### src/proc_cfg.svh
//////////////////////////////////////////////////////////////////////
// Processor configuration: widths, opcode values and reset pc
//////////////////////////////////////////////////////////////////////
`ifndef PROC_CFG_SVH
`define PROC_CFG_SVH

`define DATA_W    16        // Data and address width
`define NUM_REGS  16        // Register file depth
`define REG_W     4         // Register index width

// Opcodes, upper nibble of the instruction word
`define OP_ADD    4'h0
`define OP_SUB    4'h1
`define OP_XOR    4'h2
`define OP_LW     4'h8
`define OP_SW     4'h9
`define OP_LLB    4'ha
`define OP_HLT    4'hf

`define RESET_PC  16'h0000  // First instruction address

`endif
### src/proc_pkg.sv
//////////////////////////////////////////////////////////////////////
// Shared types: instruction word views, stage control, ALU ops
//////////////////////////////////////////////////////////////////////
`include "proc_cfg.svh"

package proc_pkg;

  typedef enum logic [1:0] {
    alu_add,                    // A + B, also address generation
    alu_sub,                    // A - B
    alu_xor,                    // A ^ B
    alu_pass_b                  // B unchanged, used by LLB
  } alu_op_e;

  typedef struct packed {
    logic [3:0]        opcode;
    logic [`REG_W-1:0] rd;
    logic [`REG_W-1:0] rs;
    logic [`REG_W-1:0] rt;
  } reg_fmt_t;

  typedef struct packed {
    logic [3:0]        opcode;
    logic [`REG_W-1:0] rd;      // Store data register for SW
    logic [`REG_W-1:0] rs;      // Base register, LLB immediate high nibble
    logic [3:0]        off4;    // Offset, LLB immediate low nibble
  } imm_fmt_t;

  typedef union packed {
    reg_fmt_t reg_f;
    imm_fmt_t imm_f;
  } instr_u;

  typedef struct packed {
    logic    reg_write;         // Writes rd in write-back
    logic    mem_en;            // LW or SW
    logic    mem_write;         // SW
    logic    mem_to_reg;        // Write back the loaded word
    logic    is_hlt;
    logic    alu_sel;           // Immediate replaces operand B
    alu_op_e alu_op;
  } ctrl_t;

endpackage

### src/proc_top.sv
//////////////////////////////////////////////////////////////////////
// Five-stage 16-bit core with a single shared memory port
//////////////////////////////////////////////////////////////////////
`timescale 1ns/1ns
`include "proc_cfg.svh"

module proc_top (
  input  logic              clk,
  input  logic              rst,
  input  logic              mem_data_valid,  // One pulse per access
  input  logic [`DATA_W-1:0] mem_data_in,
  output logic              mem_en,
  output logic [`DATA_W-1:0] mem_addr,
  output logic              mem_wr,
  output logic [`DATA_W-1:0] mem_data_out,
  output logic              hlt,
  output logic [`DATA_W-1:0] pc
);

  logic                fetch_req, fetch_done;
  logic [`DATA_W-1:0]  fetch_addr, fetch_word;
  logic                data_req, data_wr, data_done;
  logic [`DATA_W-1:0]  data_addr, data_wdata, data_rdata;
  logic                freeze, load_use;
  logic [1:0]          fwd_a, fwd_b;        // Bit 1 EX/MEM, bit 0 MEM/WB
  logic                if_id_valid;
  proc_pkg::instr_u    if_id_instr;
  logic [`REG_W-1:0]   id_rs, id_rt;
  proc_pkg::ctrl_t     id_ex_ctrl, ex_mem_ctrl, mem_wb_ctrl;
  logic [`DATA_W-1:0]  id_ex_a, id_ex_b, id_ex_imm;
  logic [`REG_W-1:0]   id_ex_rd, id_ex_rs, id_ex_rt, ex_mem_rd, mem_wb_rd;
  logic [`DATA_W-1:0]  ex_mem_result, ex_mem_store;
  logic                wb_en;
  logic [`REG_W-1:0]   wb_rd;
  logic [`DATA_W-1:0]  wb_data;

  mem_port_ctrl u_port (.*);

  fetch_stage u_fetch (.*);

  decode_stage u_decode (.*);

  hazard_unit u_hazard (.*);

  execute_stage u_execute (.*);

  mem_wb_stage u_mem_wb (.*);

endmodule

### src/mem_wb_stage.sv
//////////////////////////////////////////////////////////////////////
// Memory access request, MEM/WB register, write-back and halt
//////////////////////////////////////////////////////////////////////
`timescale 1ns/1ns
`include "proc_cfg.svh"

module mem_wb_stage (
  input  logic               clk,
  input  logic               rst,
  input  logic               freeze,
  input  proc_pkg::ctrl_t    ex_mem_ctrl,
  input  logic [`DATA_W-1:0] ex_mem_result,
  input  logic [`DATA_W-1:0] ex_mem_store,
  input  logic [`REG_W-1:0]  ex_mem_rd,
  input  logic               data_done,
  input  logic [`DATA_W-1:0] data_rdata,
  output logic               data_req,
  output logic               data_wr,
  output logic [`DATA_W-1:0] data_addr,
  output logic [`DATA_W-1:0] data_wdata,
  output proc_pkg::ctrl_t    mem_wb_ctrl,
  output logic [`REG_W-1:0]  mem_wb_rd,
  output logic               wb_en,
  output logic [`REG_W-1:0]  wb_rd,
  output logic [`DATA_W-1:0] wb_data,
  output logic               hlt
);

  logic [`DATA_W-1:0] mem_wb_data;

  // Held steady by the freeze until the port answers
  assign data_req   = ex_mem_ctrl.mem_en;
  assign data_wr    = ex_mem_ctrl.mem_write;
  assign data_addr  = ex_mem_result;
  assign data_wdata = ex_mem_store;

  always_ff @(posedge clk) begin
    if (rst) begin
      mem_wb_ctrl <= '0;
      hlt         <= 1'b0;
    end else begin
      if (!freeze) mem_wb_ctrl <= ex_mem_ctrl;
      if (mem_wb_ctrl.is_hlt) hlt <= 1'b1;  // Sticky until reset
    end
  end

  always_ff @(posedge clk) begin
    if (!freeze) begin
      mem_wb_rd   <= ex_mem_rd;
      mem_wb_data <= (ex_mem_ctrl.mem_to_reg && data_done) ? data_rdata : ex_mem_result;
    end
  end

  assign wb_en   = mem_wb_ctrl.reg_write;
  assign wb_rd   = mem_wb_rd;
  assign wb_data = mem_wb_data;

endmodule

### src/execute_stage.sv
//////////////////////////////////////////////////////////////////////
// Execute: operand forwarding, ALU, address generation and EX/MEM
//////////////////////////////////////////////////////////////////////
`timescale 1ns/1ns
`include "proc_cfg.svh"

module execute_stage (
  input  logic               clk,
  input  logic               rst,
  input  logic               freeze,
  input  proc_pkg::ctrl_t    id_ex_ctrl,
  input  logic [`DATA_W-1:0] id_ex_a,
  input  logic [`DATA_W-1:0] id_ex_b,
  input  logic [`DATA_W-1:0] id_ex_imm,
  input  logic [`REG_W-1:0]  id_ex_rd,
  input  logic [1:0]         fwd_a,
  input  logic [1:0]         fwd_b,
  input  logic [`DATA_W-1:0] wb_data,
  output proc_pkg::ctrl_t    ex_mem_ctrl,
  output logic [`DATA_W-1:0] ex_mem_result,
  output logic [`DATA_W-1:0] ex_mem_store,
  output logic [`REG_W-1:0]  ex_mem_rd
);

  logic [`DATA_W-1:0] op_a, reg_b, op_b, alu_out;

  assign op_a  = fwd_a[1] ? ex_mem_result : fwd_a[0] ? wb_data : id_ex_a;
  assign reg_b = fwd_b[1] ? ex_mem_result : fwd_b[0] ? wb_data : id_ex_b;  // Also SW data
  assign op_b  = id_ex_ctrl.alu_sel ? id_ex_imm : reg_b;

  always_comb begin
    case (id_ex_ctrl.alu_op)
      proc_pkg::alu_sub: alu_out = op_a - op_b;
      proc_pkg::alu_xor: alu_out = op_a ^ op_b;
      proc_pkg::alu_pass_b: alu_out = op_b;
      default: alu_out = op_a + op_b;
    endcase
    if (id_ex_ctrl.mem_en) alu_out[`DATA_W-1] = 1'b1;  // Data in upper half
  end

  always_ff @(posedge clk) begin
    if (rst) ex_mem_ctrl <= '0;
    else if (!freeze) ex_mem_ctrl <= id_ex_ctrl;
  end

  always_ff @(posedge clk) begin
    if (!freeze) begin
      ex_mem_result <= alu_out;
      ex_mem_store  <= reg_b;
      ex_mem_rd     <= id_ex_rd;
    end
  end

endmodule

### src/hazard_unit.sv
//////////////////////////////////////////////////////////////////////
// Hazards: forwarding selects, load-use stall, data access freeze
//////////////////////////////////////////////////////////////////////
`timescale 1ns/1ns
`include "proc_cfg.svh"

module hazard_unit (
  input  logic [`REG_W-1:0] id_rs,
  input  logic [`REG_W-1:0] id_rt,
  input  proc_pkg::ctrl_t   id_ex_ctrl,
  input  logic [`REG_W-1:0] id_ex_rd,
  input  logic [`REG_W-1:0] id_ex_rs,
  input  logic [`REG_W-1:0] id_ex_rt,
  input  proc_pkg::ctrl_t   ex_mem_ctrl,
  input  logic [`REG_W-1:0] ex_mem_rd,
  input  proc_pkg::ctrl_t   mem_wb_ctrl,
  input  logic [`REG_W-1:0] mem_wb_rd,
  input  logic              data_req,
  input  logic              data_done,
  output logic              load_use,
  output logic              freeze,
  output logic [1:0]        fwd_a,  // Bit 1 EX/MEM wins over bit 0 MEM/WB
  output logic [1:0]        fwd_b
);

  logic ex_mem_wr, mem_wb_wr;

  assign ex_mem_wr = ex_mem_ctrl.reg_write & (ex_mem_rd != '0);  // r0 never forwards
  assign mem_wb_wr = mem_wb_ctrl.reg_write & (mem_wb_rd != '0);

  assign fwd_a = {ex_mem_wr & (ex_mem_rd == id_ex_rs), mem_wb_wr & (mem_wb_rd == id_ex_rs)};
  assign fwd_b = {ex_mem_wr & (ex_mem_rd == id_ex_rt), mem_wb_wr & (mem_wb_rd == id_ex_rt)};

  // LW in execute whose result decode needs next
  assign load_use = id_ex_ctrl.mem_to_reg & (id_ex_rd != '0) &
                    ((id_ex_rd == id_rs) | (id_ex_rd == id_rt));

  assign freeze = data_req & ~data_done;  // Whole pipe waits on the data port

endmodule

### src/decode_stage.sv
//////////////////////////////////////////////////////////////////////
// Decode: control generation, register file with bypass, ID/EX
//////////////////////////////////////////////////////////////////////
`timescale 1ns/1ns
`include "proc_cfg.svh"

module decode_stage (
  input  logic               clk,
  input  logic               rst,
  input  logic               freeze,
  input  logic               load_use,
  input  logic               if_id_valid,
  input  proc_pkg::instr_u   if_id_instr,
  input  logic               wb_en,
  input  logic [`REG_W-1:0]  wb_rd,
  input  logic [`DATA_W-1:0] wb_data,
  output logic [`REG_W-1:0]  id_rs,
  output logic [`REG_W-1:0]  id_rt,
  output proc_pkg::ctrl_t    id_ex_ctrl,
  output logic [`DATA_W-1:0] id_ex_a,
  output logic [`DATA_W-1:0] id_ex_b,
  output logic [`DATA_W-1:0] id_ex_imm,
  output logic [`REG_W-1:0]  id_ex_rd,
  output logic [`REG_W-1:0]  id_ex_rs,
  output logic [`REG_W-1:0]  id_ex_rt
);

  logic [`DATA_W-1:0] regs [`NUM_REGS];
  logic [3:0]         opcode;
  proc_pkg::ctrl_t    ctrl;
  logic [`DATA_W-1:0] imm, rd_a, rd_b;

  //////////////////////////////////////////////////////////////////////
  // Control decode
  //////////////////////////////////////////////////////////////////////
  assign opcode = if_id_instr.reg_f.opcode;

  always_comb begin
    ctrl   = '0;
    imm    = {12'h000, if_id_instr.imm_f.off4};     // LW and SW offset
    id_rs  = if_id_instr.reg_f.rs;
    id_rt  = if_id_instr.reg_f.rt;
    case (opcode)
      `OP_ADD: ctrl.reg_write = 1'b1;
      `OP_SUB: {ctrl.reg_write, ctrl.alu_op} = {1'b1, proc_pkg::alu_sub};
      `OP_XOR: {ctrl.reg_write, ctrl.alu_op} = {1'b1, proc_pkg::alu_xor};
      `OP_LW: begin
        {ctrl.reg_write, ctrl.mem_en, ctrl.mem_to_reg, ctrl.alu_sel} = 4'b1111;
        id_rt = '0;                                   // No second source
      end
      `OP_SW: begin
        {ctrl.mem_en, ctrl.mem_write, ctrl.alu_sel} = 3'b111;
        id_rt = if_id_instr.imm_f.rd;                 // Store data register
      end
      `OP_LLB: begin
        {ctrl.reg_write, ctrl.alu_sel} = 2'b11;
        ctrl.alu_op = proc_pkg::alu_pass_b;
        imm   = {8'h00, if_id_instr.imm_f.rs, if_id_instr.imm_f.off4};
        id_rs = '0;
        id_rt = '0;
      end
      `OP_HLT: begin
        ctrl.is_hlt = 1'b1;
        id_rs = '0;
        id_rt = '0;
      end
      default: ctrl = '0;                             // Unused opcode is a no-op
    endcase
  end

  //////////////////////////////////////////////////////////////////////
  // Register file, write-through bypass, r0 reads zero
  //////////////////////////////////////////////////////////////////////
  always_ff @(posedge clk) begin
    if (wb_en && wb_rd != '0) regs[wb_rd] <= wb_data;
  end

  assign rd_a = (id_rs == '0) ? '0 : (wb_en && wb_rd == id_rs) ? wb_data : regs[id_rs];
  assign rd_b = (id_rt == '0) ? '0 : (wb_en && wb_rd == id_rt) ? wb_data : regs[id_rt];

  // ID/EX register, bubble on load-use or empty IF/ID
  always_ff @(posedge clk) begin
    if (rst) id_ex_ctrl <= '0;
    else if (!freeze) id_ex_ctrl <= (load_use || !if_id_valid) ? '0 : ctrl;
  end

  always_ff @(posedge clk) begin
    if (!freeze) begin
      id_ex_a   <= rd_a;
      id_ex_b   <= rd_b;
      id_ex_imm <= imm;
      id_ex_rd  <= if_id_instr.imm_f.rd;
      id_ex_rs  <= id_rs;
      id_ex_rt  <= id_rt;
    end
  end

endmodule

### src/fetch_stage.sv
//////////////////////////////////////////////////////////////////////
// Fetch: pc, fetch request, one-word holding buffer and IF/ID
//////////////////////////////////////////////////////////////////////
`timescale 1ns/1ns
`include "proc_cfg.svh"

module fetch_stage (
  input  logic               clk,
  input  logic               rst,
  input  logic               freeze,
  input  logic               load_use,
  input  logic               fetch_done,
  input  logic [`DATA_W-1:0] fetch_word,
  output logic               fetch_req,
  output logic [`DATA_W-1:0] fetch_addr,
  output logic [`DATA_W-1:0] pc,
  output logic               if_id_valid,
  output proc_pkg::instr_u   if_id_instr
);

  logic               buf_valid;            // Fetched word waiting for IF/ID
  logic [`DATA_W-1:0] buf_word;
  logic               hlt_seen;             // HLT passed into IF/ID
  logic               advance;              // IF/ID may take a word
  logic               avail;
  logic [`DATA_W-1:0] next_word;
  logic               next_is_hlt;

  assign advance     = ~freeze & ~load_use;
  assign avail       = buf_valid | fetch_done;
  assign next_word   = buf_valid ? buf_word : fetch_word;
  assign next_is_hlt = next_word[15:12] == `OP_HLT;

  assign fetch_req  = ~hlt_seen & ~buf_valid;  // One word in hand at most
  assign fetch_addr = pc;

  always_ff @(posedge clk) begin
    if (rst) begin
      pc          <= `RESET_PC;
      hlt_seen    <= 1'b0;
      buf_valid   <= 1'b0;
      if_id_valid <= 1'b0;
    end else begin
      if (advance) begin
        if_id_valid <= avail;               // Bubble when nothing fetched
        buf_valid   <= 1'b0;
        if (avail && next_is_hlt) hlt_seen <= 1'b1;
        else if (avail)           pc <= pc + 1'b1;  // Word addressed
      end else if (fetch_done) begin
        buf_valid <= 1'b1;                  // Stalled, park the word
      end
    end
  end

  always_ff @(posedge clk) begin
    if (fetch_done && !advance) buf_word <= fetch_word;
    if (advance) if_id_instr <= next_word;
  end

endmodule

### src/mem_port_ctrl.sv
//////////////////////////////////////////////////////////////////////
// Memory port arbiter, data wins when idle, fetch in flight finishes
//////////////////////////////////////////////////////////////////////
`timescale 1ns/1ns
`include "proc_cfg.svh"

module mem_port_ctrl (
  input  logic               clk,
  input  logic               rst,
  input  logic               fetch_req,
  input  logic [`DATA_W-1:0] fetch_addr,
  input  logic               data_req,
  input  logic               data_wr,
  input  logic [`DATA_W-1:0] data_addr,
  input  logic [`DATA_W-1:0] data_wdata,
  input  logic               mem_data_valid,
  input  logic [`DATA_W-1:0] mem_data_in,
  output logic               mem_en,
  output logic [`DATA_W-1:0] mem_addr,
  output logic               mem_wr,
  output logic [`DATA_W-1:0] mem_data_out,
  output logic               fetch_done,
  output logic [`DATA_W-1:0] fetch_word,
  output logic               data_done,
  output logic [`DATA_W-1:0] data_rdata
);

  typedef enum logic [1:0] {st_idle, st_fetch, st_data} port_state_e;
  port_state_e state;

  always_ff @(posedge clk) begin
    if (rst) begin
      state  <= st_idle;
      mem_en <= 1'b0;
      mem_wr <= 1'b0;
    end else begin
      mem_en <= 1'b0;                       // Single-cycle strobe
      case (state)
        st_idle: begin
          mem_wr <= data_req & data_wr;     // Fetches are always reads
          if (data_req) begin
            state  <= st_data;
            mem_en <= 1'b1;
          end else if (fetch_req) begin
            state  <= st_fetch;
            mem_en <= 1'b1;
          end
        end
        st_fetch, st_data: if (mem_data_valid) state <= st_idle;
        default: state <= st_idle;
      endcase
    end
  end

  // Address and write data of the winner, captured at issue
  always_ff @(posedge clk) begin
    if (state == st_idle) begin
      mem_addr     <= data_req ? data_addr : fetch_addr;
      mem_data_out <= data_wdata;
    end
  end

  assign fetch_done = (state == st_fetch) & mem_data_valid;  // Word back to fetch
  assign data_done  = (state == st_data) & mem_data_valid;   // Also acks stores
  assign fetch_word = mem_data_in;
  assign data_rdata = mem_data_in;

endmodule

### config.mk
export PLATFORM = sky130hd
export DESIGN_NAME = proc_top
export DESIGN_NICKNAME = d
export VERILOG_FILES = /design/src/proc_pkg.sv /design/src/proc_top.sv /design/src/mem_wb_stage.sv /design/src/execute_stage.sv /design/src/hazard_unit.sv /design/src/decode_stage.sv /design/src/fetch_stage.sv /design/src/mem_port_ctrl.sv
export VERILOG_INCLUDE_DIRS = /design/src /design/src/src
export SDC_FILE = /design/constraint.sdc
export NUM_CORES = 1
export LEC_CHECK = 0
export ABC_AREA = 1
export BUFFER_PORTS_ARGS = -buffer_cell sky130_fd_sc_hd__buf_4
export CORE_MARGIN = 3
export CORE_UTILIZATION = 40
export CTS_BUF_LIST = sky130_fd_sc_hd__clkbuf_2
export CTS_CLUSTER_DIAMETER = 100
export DETAILED_ROUTE_END_ITERATION = 8
export PLACE_DENSITY = 0.62
export SYNTH_ARGS = -nofsm -noshare
export SYNTH_HDL_FRONTEND = slang
export SYNTH_HIERARCHICAL = 1
export SYNTH_SLANG_ARGS = --single-unit
### constraint.sdc
create_clock -name clk -period 8.1 [get_ports clk]
set_input_delay 1.62 -clock clk [delete_from_list [all_inputs] [get_ports clk]]
set_output_delay 1.62 -clock clk [all_outputs]
set_load 0.05 [all_outputs]
==> results.json <==
{
  "postCtsHoldBufs": 0,
  "finalPower_mw": 6.643,
  "path_clk_slew_ps": 90,
  "dp.cells": 3864,
  "timing.hold.worst.class": "reg -> reg",
  "critical_path_data_required_time_ps": 9040,
  "netSwitchingFraction_pct": 35.86,
  "first_pass_grt_wire_length_mm": 121.5,
  "fp.coreArea_mm2": 0.06493,
  "rsz0062_at_grt": "false",
  "post_cts_resize_count": 0,
  "worst_slack_ps": 3858,
  "total_cell_area_at_the_placement_stage_mm2": 0.02682,
  "die_height_um": 263.0,
  "root_buffer": "sky130_fd_sc_hd__clkbuf_2",
  "post_synth_inst_count": 3121,
  "routed-via-count": 21500,
  "detail-route-antenna-nets": 0,
  "row_count": 93,
  "layout-drive-gt1-share_pct": 13.95,
  "cap_viol_max_count": 0,
  "first_pass_iters": 6,
  "grt_antenna_before_repair": 4,
  "mean_post_synth_cell_area_um2": 8.463,
  "critical_path.startpoint_type": "register",
  "cts_buffers": 131,
  "fillerInstances": 6554,
  "layout_worst_path_cycle_share_pct": 52.37,
  "actual_transition_at_the_worst_max_transition_pin_ps": 1330,
  "power.density_mw_per_mm2": 236.6,
  "tritoncts": "built",
  "globalRouteOverflowTotal": 0,
  "layout.area.seq_mm2": 0.01363,
  "area_of_the_multi_input_gates_mm2": 0.009894,
  "routed_wl_mm": 80.19,
  "post-route-cell-area_mm2": 0.02807,
  "detail_route.vias_per_cell": 5.239,
  "hold_ws_ps": 416.9,
  "initial_core_utilization_pct": 40.68,
  "yosys_warnings": 6,
  "vias_in_the_first_global_route": 20180,
  "design.final.nets": 3182,
  "maximum_number_of_pins_on_one_net_before_global_route_repair": 77,
  "final_util_pct": 43.23,
  "leakage_power_summed_over_all_cells_nw": 12.52,
  "detail_route.drc_violations": 0,
  "globalRouteTotalUtil_pct": 22.87,
  "cts.sinks": 467,
  "layout_overhead_on_the_synthesized_area_pct": 6.281,
  "detailed_place_hpwl_mm": 50.26,
  "path_max_fanout": 52,
  "final-hold-violation-count": 0,
  "power.share.sequential_pct": 51.5,
  "clkLatencyLatePin_ps": 1300,
  "ios": 70,
  "finalCriticalPeriod_ps": 4242,
  "final_max_slew_viol_count": 0,
  "fin_worst_skew_ps": 104.4,
  "cts_max_level": 4,
  "globalplace.congestion": 0.9174,
  "ir_worst_vdd_v": 0.0001598,
  "postCtsSetupBuffers": 0,
  "path_class": "reg -> reg",
  "drt_first_iter_violations": 2567,
  "slew-limit-headroom_pct": 11.27,
  "end_kind": "register",
  "post-place-ws_ps": 3919,
  "max-clock-path-buffers": 3,
  "p_switching_mw": 2.382,
  "power_frac_clock_pct": 26.7,
  "final-setup-viol-count": 0,
  "intPower_mw": 4.261,
  "pwr-share-comb_pct": 21.8,
  "cp.arrival_ps": 5180,
  "synthesis.area_mm2": 0.02641,
  "die_area_mm2": 0.06915,
  "run_status": "finished clean",
  "fmax_mhz": 235.7,
  "drt-wirelength-per-cell_um": 19.54,
  "numPortBuffers": 69,
  "final_cell_count_no_fill": 4104,
  "dieWidth_um": 263.0,
  "fin_tns_setup_ps": 0
}
[layout by cell type (no fill, tap or decap), types with 4 or more instances in the layout]
master                      count
sky130_fd_sc_hd__nor2_8         4
sky130_fd_sc_hd__o211ai_1      15
sky130_fd_sc_hd__nand2_4        6
sky130_fd_sc_hd__nor3_1         7
sky130_fd_sc_hd__nand3_1      535
sky130_fd_sc_hd__inv_2         21
sky130_fd_sc_hd__nand4_1        9
sky130_fd_sc_hd__dfxtp_1       39
sky130_fd_sc_hd__a21oi_1       65
sky130_fd_sc_hd__nor2_4         8
sky130_fd_sc_hd__bufinv_16      4
sky130_fd_sc_hd__buf_4        120
sky130_fd_sc_hd__diode_2        9
sky130_fd_sc_hd__xnor2_1       19
sky130_fd_sc_hd__o21ai_1       36
sky130_fd_sc_hd__xor2_1        17
sky130_fd_sc_hd__a21oi_2        4
sky130_fd_sc_hd__o2111ai_1     16
sky130_fd_sc_hd__clkinv_2       5
sky130_fd_sc_hd__ha_1          20
sky130_fd_sc_hd__inv_1        328
sky130_fd_sc_hd__nand2_2       23
sky130_fd_sc_hd__nand2_1      919
sky130_fd_sc_hd__clkbuf_2     194
sky130_fd_sc_hd__o21bai_1       7
sky130_fd_sc_hd__or2_1         11
sky130_fd_sc_hd__clkinv_1      21
sky130_fd_sc_hd__edfxtp_1     428
sky130_fd_sc_hd__or2_2         16
sky130_fd_sc_hd__o21ai_0       52
sky130_fd_sc_hd__nor2_2        19
sky130_fd_sc_hd__nand3b_1      13
sky130_fd_sc_hd__nor2_1       186
sky130_fd_sc_hd__nand3_2       10
sky130_fd_sc_hd__conb_1        24
[worst max-delay path: stages (launching register included)]
cell,delay [ps]
sky130_fd_sc_hd__edfxtp_1,480
sky130_fd_sc_hd__inv_2,140
sky130_fd_sc_hd__nand2_2,90
sky130_fd_sc_hd__nor2_4,200
sky130_fd_sc_hd__nor2_8,150
sky130_fd_sc_hd__nand2_2,490
sky130_fd_sc_hd__buf_4,720
sky130_fd_sc_hd__nand2_1,100
sky130_fd_sc_hd__nand2_1,100
sky130_fd_sc_hd__nor2_1,40
sky130_fd_sc_hd__nand3_1,60
sky130_fd_sc_hd__buf_4,440
sky130_fd_sc_hd__nand3_1,270
sky130_fd_sc_hd__nor2_1,520
sky130_fd_sc_hd__nor2_1,70
[flip-flops by register name (all words and copies together) (netlist names), 2 cells and up]
| signal | count |
|---|---|
| u_fetch/fetch_addr | 16 |
| u_decode/regs | 256 |
| u_mem_wb/mem_wb_rd | 4 |
| u_execute/ex_mem_result | 16 |
| u_decode/id_ex_rt | 4 |
| u_execute/ex_mem_ctrl | 5 |
| u_port/state | 2 |
| u_decode/id_ex_ctrl | 8 |
| u_port/mem_addr | 16 |
| u_decode/id_ex_imm | 8 |
| u_fetch/if_id_instr | 16 |
| u_decode/id_ex_rd | 4 |
| u_mem_wb/wb_data | 16 |
| u_execute/ex_mem_rd | 4 |
| u_fetch/buf_word | 16 |
| u_port/mem_data_out | 16 |
| u_decode/id_ex_a | 16 |
| u_decode/id_ex_rs | 4 |
| u_execute/ex_mem_store | 16 |
| u_decode/id_ex_b | 16 |
[worst paths after layout]
check        slack (ps)  cells past startpoint                       to                  startpoint
max                3860                     14      u_decode/id_ex_a[4]     u_fetch/if_id_instr[12]
min                 420                      0  u_port/mem_data_out[12]  u_execute/ex_mem_store[12]
min reg2reg         420                      0  u_port/mem_data_out[12]  u_execute/ex_mem_store[12]
max reg2reg        3860                     14      u_decode/id_ex_a[4]     u_fetch/if_id_instr[12]
[power by group through the flow]
stage / registers [mW] / clock network [mW] / logic, mW
after floorplan: 3.41 / 0 / 0.887
after global placement: 3.47 / 0 / 1.41
after detailed placement: 3.47 / 0 / 1.42
after CTS: 3.41 / 1.83 / 1.43
after global routing: 3.44 / 1.97 / 1.57
final: 3.42 / 1.78 / 1.45
[cell type report]
type                    count  area share [%]
inverters                 348           4.707
flip-flops and latches    467           48.56
clock buffers             194           3.459
repair buffers            120           3.209
clock inverters            37          0.9226
multi-input cells        2074           35.25
diodes                      9         0.08023
well taps                 855           3.811
[per-layer routing]
layer  GRT usage [%]  part of all wire (%)
met4           10.45                   3.8
met3           5.945                   9.3
met2           34.93                    45
met1           30.53                    42
met5               0                     0
No activity file was read; power rests on OpenSTA's default activity.
